[config.mk]
export PLATFORM = sky130hd
export DESIGN_NAME = cpld_ram512k
export DESIGN_NICKNAME = d
export VERILOG_FILES = /design/src/ram512_pkg.sv /design/src/cpld_ram512k.sv /design/src/sram_strobe_gen.sv /design/src/block_mapper.sv /design/src/bank_config_regs.sv
export SDC_FILE = /design/constraint.sdc
export NUM_CORES = 1
export LEC_CHECK = 0
export BUFFER_PORTS_ARGS = -buffer_cell sky130_fd_sc_hd__buf_2
export CAP_MARGIN = 20
export CORE_ASPECT_RATIO = 0.75
export CORE_MARGIN = 5
export CORE_UTILIZATION = 42
export DETAILED_ROUTE_END_ITERATION = 6
export GPL_TIMING_DRIVEN = 1
export PLACE_DENSITY_LB_ADDON = 0.15
export SETUP_SLACK_MARGIN = 0.3
export SLEW_MARGIN = 20
export SYNTH_ARGS = -nofsm -noshare
export SYNTH_HDL_FRONTEND = slang
export SYNTH_HIERARCHICAL = 1
export SYNTH_SLANG_ARGS = --single-unit
[constraint.sdc]
create_clock -name clk -period 1.5 [get_ports clk]
set_clock_uncertainty 0.15 [all_clocks]
set_input_delay 0.075 -clock clk [delete_from_list [all_inputs] [get_ports clk]]
set_output_delay 0.075 -clock clk [all_outputs]
set_load 0.03 [all_outputs]
[src/ram512_pkg.sv]
`default_nettype none

package ram512_pkg;

  // Width of the 64K bank select written to the RAM-control port
  localparam int BANK_W = 3;

  // Width of the block switching scheme code
  localparam int SCHEME_W = 3;

  // Upper SRAM address is bank followed by the 16K block number
  localparam int RAMADRHI_W = 5;

  // Block number inside a 64K bank
  localparam int BLOCK_W = RAMADRHI_W - BANK_W;

  // The 16K quadrant of a Z80 address, given by {adr15, adr14}
  typedef logic [1:0] quad_t;

  // Data bits 7:6 of an I/O write pick which register is loaded
  localparam logic [1:0] RAM_CTRL_TAG = 2'b11;
  localparam logic [1:0] ROM_CTRL_TAG = 2'b10;

  // DK'Tronics block schemes, held in data bits 2:0 of a RAM-control write
  localparam logic [SCHEME_W-1:0] SCHEME_INTERNAL   = 3'd0;
  localparam logic [SCHEME_W-1:0] SCHEME_HIGH_ONLY  = 3'd1;
  localparam logic [SCHEME_W-1:0] SCHEME_FLAT       = 3'd2;
  localparam logic [SCHEME_W-1:0] SCHEME_C3         = 3'd3;
  // Schemes 4 to 7 all map the 4000 window, each to its own block
  localparam logic [SCHEME_W-1:0] SCHEME_WINDOW_MIN = 3'd4;

  // Quadrants 0000, 4000 and C000; 8000 has no special meaning here
  localparam quad_t QUAD_LOW    = 2'b00;
  localparam quad_t QUAD_WINDOW = 2'b01;
  localparam quad_t QUAD_HIGH   = 2'b11;

  // Schemes 1 and 3 always land on the top block of the bank
  localparam logic [BLOCK_W-1:0] BLOCK_TOP = 2'b11;

  // Z80 bus as seen by the card, all strobes active low
  typedef struct packed {
    logic       adr15;
    logic       adr14;
    logic       adr8;
    logic       iorq_b;
    logic       mreq_b;
    logic       rd_b;
    logic       wr_b;
    logic       rfsh_b;
    logic [7:0] data;
  } cpu_bus_t;

  // Configuration registers loaded by the two I/O writes
  typedef struct packed {
    logic [BANK_W-1:0]   bank;
    logic [SCHEME_W-1:0] scheme;
    // Card claims accesses only when the port write had adr8 set
    logic                cardsel;
    logic                urom_disable;
    logic                lrom_disable;
  } bank_cfg_t;

  // Result of the scheme lookup for the current access
  typedef struct packed {
    logic                  exp_ram;
    logic [RAMADRHI_W-1:0] ramadrhi;
  } map_sel_t;

  // SRAM strobes and the internal RAM disable line
  typedef struct packed {
    logic ramcs_b;
    logic ramoe_b;
    logic ramwe_b;
    logic ramdis;
  } sram_ctrl_t;

endpackage

`default_nettype wire
[src/cpld_ram512k.sv]
`timescale 1ns/1ps
`default_nettype none

module cpld_ram512k (
  input  logic       clk,
  input  logic       reset_b,
  input  logic       rfsh_b,
  input  logic       adr15,
  input  logic       adr14,
  input  logic       adr8,
  input  logic       iorq_b,
  input  logic       mreq_b,
  input  logic       rd_b,
  input  logic       wr_b,
  input  logic [7:0] data,
  output logic       ramcs_b,
  output logic       ramoe_b,
  output logic       ramwe_b,
  output logic       ramdis,
  output logic [4:0] ramadrhi
);

  // Two-stage synchronizer, bit 1 is the released reset
  logic [1:0] reset_sync_q;
  logic       sys_reset_b;

  ram512_pkg::cpu_bus_t   bus;
  ram512_pkg::bank_cfg_t  cfg;
  ram512_pkg::map_sel_t   map;
  ram512_pkg::sram_ctrl_t ctrl;

  // Reset asserts at once and releases on the second clock edge
  always_ff @(posedge clk or negedge reset_b) begin
    if (!reset_b) begin
      reset_sync_q <= '0;
    end else begin
      reset_sync_q <= {reset_sync_q[0], 1'b1};
    end
  end

  assign sys_reset_b = reset_sync_q[1];

  // Gather the Z80 pins into one bus value for the blocks below
  assign bus = '{
    adr15:  adr15,
    adr14:  adr14,
    adr8:   adr8,
    iorq_b: iorq_b,
    mreq_b: mreq_b,
    rd_b:   rd_b,
    wr_b:   wr_b,
    rfsh_b: rfsh_b,
    data:   data
  };

  bank_config_regs u_bank_config_regs (
    .clk     (clk),
    .reset_b (sys_reset_b),
    .bus     (bus),
    .cfg     (cfg)
  );

  block_mapper u_block_mapper (
    .clk     (clk),
    .reset_b (sys_reset_b),
    .bus     (bus),
    .cfg     (cfg),
    .map     (map)
  );

  sram_strobe_gen u_sram_strobe_gen (
    .bus  (bus),
    .cfg  (cfg),
    .map  (map),
    .ctrl (ctrl)
  );

  assign ramcs_b  = ctrl.ramcs_b;
  assign ramoe_b  = ctrl.ramoe_b;
  assign ramwe_b  = ctrl.ramwe_b;
  // Plain output here, low whenever the card leaves the access alone
  assign ramdis   = ctrl.ramdis;
  assign ramadrhi = map.ramadrhi;

endmodule

`default_nettype wire

[src/sram_strobe_gen.sv]
`timescale 1ns/1ps
`default_nettype none

module sram_strobe_gen (
  input  ram512_pkg::cpu_bus_t   bus,
  input  ram512_pkg::bank_cfg_t  cfg,
  input  ram512_pkg::map_sel_t   map,
  output ram512_pkg::sram_ctrl_t ctrl
);

  // A real memory cycle, refresh excluded
  logic mem_req;

  // Quadrant of the live address
  ram512_pkg::quad_t quad;

  // True when the CPU reads RAM rather than ROM, worked out locally
  // instead of waiting for the gate array
  logic int_ramrd;

  // Card owns this access
  logic card_hit;

  assign mem_req = !bus.mreq_b && bus.rfsh_b;
  assign quad    = {bus.adr15, bus.adr14};

  always_comb begin
    int_ramrd = 1'b0;
    if (mem_req) begin
      if (bus.adr15 != bus.adr14) begin
        // 4000 to BFFF never overlaps a ROM
        int_ramrd = 1'b1;
      end else if (cfg.urom_disable && (quad == ram512_pkg::QUAD_HIGH)) begin
        int_ramrd = 1'b1;
      end else if (cfg.lrom_disable && (quad == ram512_pkg::QUAD_LOW)) begin
        int_ramrd = 1'b1;
      end
    end
  end

  assign card_hit = map.exp_ram && cfg.cardsel;

  // OE only opens on RAM reads, so a ROM read never fights the SRAM
  assign ctrl.ramoe_b = !(int_ramrd && !bus.rd_b);
  // Write enable is qualified by CS at the SRAM
  assign ctrl.ramwe_b = bus.wr_b;
  assign ctrl.ramcs_b = !(card_hit && mem_req);
  // Internal RAM is held off whenever the card maps the address
  assign ctrl.ramdis  = card_hit;

  // The SRAM must never be selected outside a memory request
  always_comb begin
    assert final (ctrl.ramcs_b || !bus.mreq_b)
      else $error("ramcs_b low without mreq_b");
  end

endmodule

`default_nettype wire

[src/block_mapper.sv]
`timescale 1ns/1ps
`default_nettype none

module block_mapper (
  input  logic                  clk,
  input  logic                  reset_b,
  input  ram512_pkg::cpu_bus_t  bus,
  input  ram512_pkg::bank_cfg_t cfg,
  output ram512_pkg::map_sel_t  map
);

  // mreq_b one cycle late, so the latch can tell when a request has begun
  logic mreq_b_q;

  // adr15 as it stood before the current memory request
  logic adr15_q;

  // Quadrant of the live address, and the one seen through the held adr15
  ram512_pkg::quad_t quad;
  ram512_pkg::quad_t held_quad;

  // Lookup result before it is packed onto the output
  logic                                hit;
  logic [ram512_pkg::BLOCK_W-1:0]      blk;
  logic [ram512_pkg::SCHEME_W-1:0]     window_off;

  always_ff @(posedge clk or negedge reset_b) begin
    if (!reset_b) begin
      mreq_b_q <= 1'b1;
      adr15_q  <= 1'b0;
    end else begin
      mreq_b_q <= bus.mreq_b;
      // Freeze adr15 once a request is under way; scheme 3 keys off the
      // address the CPU put out before the gate array can move it
      if (mreq_b_q) begin
        adr15_q <= bus.adr15;
      end
    end
  end

  assign quad      = {bus.adr15, bus.adr14};
  assign held_quad = {adr15_q, bus.adr14};

  // Offset of a window scheme from scheme 4 gives its block
  assign window_off = cfg.scheme - ram512_pkg::SCHEME_WINDOW_MIN;

  // DK'Tronics scheme table, see the scheme codes in the package
  always_comb begin
    hit = 1'b0;
    blk = '0;
    case (cfg.scheme)
      ram512_pkg::SCHEME_INTERNAL: begin
        // Everything stays in the internal 64K
        hit = 1'b0;
      end
      ram512_pkg::SCHEME_HIGH_ONLY: begin
        if (quad == ram512_pkg::QUAD_HIGH) begin
          hit = 1'b1;
          blk = ram512_pkg::BLOCK_TOP;
        end
      end
      ram512_pkg::SCHEME_FLAT: begin
        // The whole 64K comes from the expansion bank
        hit = 1'b1;
        blk = quad;
      end
      ram512_pkg::SCHEME_C3: begin
        // Only the held address decides; a live adr15 could already be
        // remapped by the host for the 4000 alias of C000
        if (held_quad == ram512_pkg::QUAD_HIGH) begin
          hit = 1'b1;
          blk = ram512_pkg::BLOCK_TOP;
        end
      end
      default: begin
        // Schemes 4 to 7 swap one block into the 4000 window
        if (quad == ram512_pkg::QUAD_WINDOW) begin
          hit = 1'b1;
          blk = window_off[ram512_pkg::BLOCK_W-1:0];
        end
      end
    endcase
  end

  assign map.exp_ram  = hit;
  // Keep the upper address quiet when the internal RAM is in use
  assign map.ramadrhi = hit ? {cfg.bank, blk} : '0;

  // A mapped access must present a clean SRAM address at every edge
  assert property (@(posedge clk) disable iff (!reset_b)
    map.exp_ram |-> !$isunknown(map.ramadrhi))
    else $error("ramadrhi unknown during an expansion access");

endmodule

`default_nettype wire

[src/bank_config_regs.sv]
`timescale 1ns/1ps
`default_nettype none

module bank_config_regs (
  input  logic                  clk,
  input  logic                  reset_b,
  input  ram512_pkg::cpu_bus_t  bus,
  output ram512_pkg::bank_cfg_t cfg
);

  // Any I/O write with adr15 low hits the 7Fxx port range
  logic io_wr;

  // Register selects, decoded from the tag in data bits 7:6
  logic ram_ctrl_sel;
  logic rom_ctrl_sel;

  assign io_wr = !bus.iorq_b && !bus.wr_b && !bus.adr15;

  // 0b11cccbbb picks a bank and a scheme
  assign ram_ctrl_sel = io_wr && (bus.data[7:6] == ram512_pkg::RAM_CTRL_TAG);

  // 0b10xxUL00 sets the upper and lower ROM disable bits
  assign rom_ctrl_sel = io_wr && (bus.data[7:6] == ram512_pkg::ROM_CTRL_TAG);

  // Registers load on the rising edge that sees the write strobes low
  // and take effect on the outputs one cycle later
  always_ff @(posedge clk or negedge reset_b) begin
    if (!reset_b) begin
      // All zero means scheme 0, card not selected and both ROMs enabled
      cfg <= '0;
    end else if (ram_ctrl_sel) begin
      cfg.bank   <= bus.data[5:3];
      cfg.scheme <= bus.data[2:0];
      // The port address bit 8 tells this card from a second one
      cfg.cardsel <= bus.adr8;
    end else if (rom_ctrl_sel) begin
      cfg.urom_disable <= bus.data[3];
      cfg.lrom_disable <= bus.data[2];
    end
  end

  // The two register writes share one strobe decode, so a broken tag
  // compare would load both registers from one write
  assert property (@(posedge clk) disable iff (!reset_b)
    !(ram_ctrl_sel && rom_ctrl_sel))
    else $error("RAM-control and ROM-control selects both active");

endmodule

`default_nettype wire

==> results.cfg <==
[run_status]
outcome = finished with violations
violated_checks = setup timing

[drt]
highest_layer = met4
detail_route.wl_per_cell_um = 13.4
wl_um = 1780
metal_1_wl_um = 804
viasPerCell = 5.08
firstDrtPassIters = 4
vias_post_dr = 676
detail-route-antenna-nets = 0
drc = 0
met2_length_um = 892
detailroute.wirelength.met3_um = 69
drt_iter0_markers = 8

[final_layout]
drive_gt1_share_pct = 63.1
layout_commonest_cell = buf_2
area_growth_pct = 63.0
layout_common_cells = buf_2 (19), buf_4 (12), dfrtp_1 (12)
area_of_all_sequential_standard_cells_um2 = 327
antenna_cells_inserted = 0
final_core_utilization_pct = 70.6
final_net_count = 132
multi_input_comb_area_um2 = 432
finish.cell_count_without_fillers = 133
number_of_filler_cells_placed_in_the_layout = 128

[synth]
synth.lib_cells_used.distinct = 29
postSynthCellCount = 61
synth_area_um2 = 733
seq_area_frac_synth_pct = 44.5
synth-warning-count = 6
avg_cell_area_syn_um2 = 12.0
dominantRegCellSynth = dfrtp_1
synth-async-reset-ratio_pct = 100
synth-edff-count = 0
synth_fp_nets = 81
synth.ff_latch_count = 13

[worst_setup_path]
arrival_ps = 1570
setup.worst_path.end_class = primary output
timing.critical_path.cells = nand4b_1, a31oi_1, or2_1, and2_4, nand3b_1, buf_6
worstPathRequired_ps = 1270
ws_path_type = register to primary output
path_max_fanout = 4
worst_path_largest_cell_delay_ps = 420
worstPathBufferInverterCount = 1
cpLargestDelayFamily = simple AND/OR/NAND/NOR gates
crit_slowest_cell = dfrtp_1
critical_path.startpoint_type = register

[power_and_ir_drop]
leakagePower_uw = 0.000568
power.share.sequential_pct = 37.8
power.share.switching_pct = 33.7
netSwitchingPower_uw = 415
vdd_ir_drop_max_mv = 0.952
power_density_mw_per_mm2 = 1030
combinationalPowerShare_pct = 43.4
pwr-share-clk_pct = 18.8
cell_internal_pwr_uw = 816

[sta]
grt_setup_unrepaired = yes
slew_viol_final = 0
final_layout_setup_total_negative_slack_ps = -1930
setup_violations = 8
final.hold.worst_slack_ps = 56.1
final_period_util_pct = 120
finalHoldViolCount = 0
setup_ws_ps = -298
timing.final.crit_period_ps = 1800
maximum_clock_rate_ghz = 0.556

[cts]
max-clock-path-buffers = 2
cts_sinks = 13
tritoncts_clock_tree = built
clock-root-buffer = clkbuf_4
clkLatencyLatePin_ps = 280
clk_pin_slew_ps = 100
clock_tree.htree_level_count = 1
tritoncts.num_buffers = 3

[run]
cap_viol_max_count = 0

[die]
floorplan_die_area_mm2 = 0.00269
floorplan.io_pins = 27
core.rowCount = 13
chipWidth_um = 58.2
area_of_the_core_mm2 = 0.00169
die_height_um = 46.2
effective_utilization_at_floorplan_pct = 43.3

[global_routing]
antenna_found_initial = 0
number_of_global_route_vias_before_repair = 648
grt_pass1_wl_um = 2790
grt_max_degree = 12
grt_overflow_total = 0
track_usage_pct = 13.9

[place]
place_hpwl_um = 1250
placement.setup.worst_slack_ps = -15.2
place_congestion = 0.725
io_buffers = 26
post-place-cells = 115

[min_path]
timing.hold.worst.class = register to async pin
[registers in the layout, summed over array words and instances, names as in the netlist]
name and cells:
u_block_mapper/mreq_b_q 1, reset_sync_q 2, u_block_mapper/adr15_q 1, u_bank_config_regs/cfg 9
[Yosys cell counts, types with 2 or more instances]
cell | count | area [um2]
dfrtp_1 | 12 | 300
ha_1 | 2 | 25.0
nand3b_1 | 2 | 15.0
nor3b_1 | 4 | 30.0
a31oi_1 | 2 | 12.5
inv_1 | 2 | 7.51
and2b_2 | 2 | 17.5
mux2_2 | 10 | 113
nand2b_1 | 2 | 12.5
buf_4 | 3 | 22.5
nand2_1 | 2 | 7.51
[final timing paths]
check	from	to	slack [ps]	cells after the start
max	u_bank_config_regs/cfg[4]	ramcs_b	-300	6
min	reset_sync_q[1]	u_bank_config_regs/cfg[5]	60	0
max in group asynchronous	reset_b	reset_sync_q[1]	610	3
max reg2reg	u_block_mapper/mreq_b_q	u_block_mapper/adr15_q	400	1
min in group clk	data[6]	u_bank_config_regs/cfg[6]	120	3
min reg2reg	reset_sync_q[1]	u_bank_config_regs/cfg[5]	60	0
[stage by stage]
stage | power (uW) | instance area, um2
2_1_floorplan | 750 | 767
3_3_place_gp | 886 | 970
3_5_place_dp | 894 | 970
4_1_cts | 1220 | 1180
5_1_grt | 1290 | 1190
6_report | 1230 | 1190
[final cells by class]
cell class                 instances  share of cell area [%]
clock buffer                       3                    1.88
clock inverter                     1                   0.419
inverter                           2                   0.628
multi-input combinational         43                    36.1
sequential                        13                    27.3
tap                               22                    2.30
timing repair buffer              49                    31.3
[cell families after synthesis]
group	Yosys count	synth area share (%)
buffers and inverters	5	4.10
flip-flops	13	44.5
AO/OA/AOI/OAI	6	5.63
AND/OR/NAND/NOR	24	26.5
adder cells (fa/ha/maj)	2	3.41
other	1	0.511
multiplexers	10	15.4
[per-layer routing]
layer	GRT usage [%]	up-vias
met3	2.80	2
met5	0	-
met2	24.3	14
met4	6.48	0
li1	-	323
met1	16.6	337
[power by group through the flow]
stage	Sequential, uW	Combinational (uW)	Clock [uW]
after global routing	474	570	249
after detailed placement	471	423	0
after global placement	468	418	0
final	465	535	231
after floorplan	464	287	0
after CTS	464	525	227
[what timing repair did]
item                       CTS  global route
hold buffers                11             0
setup endpoints to repair    8             8
gates resized for setup     17             2
hold endpoints to repair    13             0
buffers inserted             3             0
pin swaps                    5             4
Note: power is estimated with default switching activity, not from simulation.
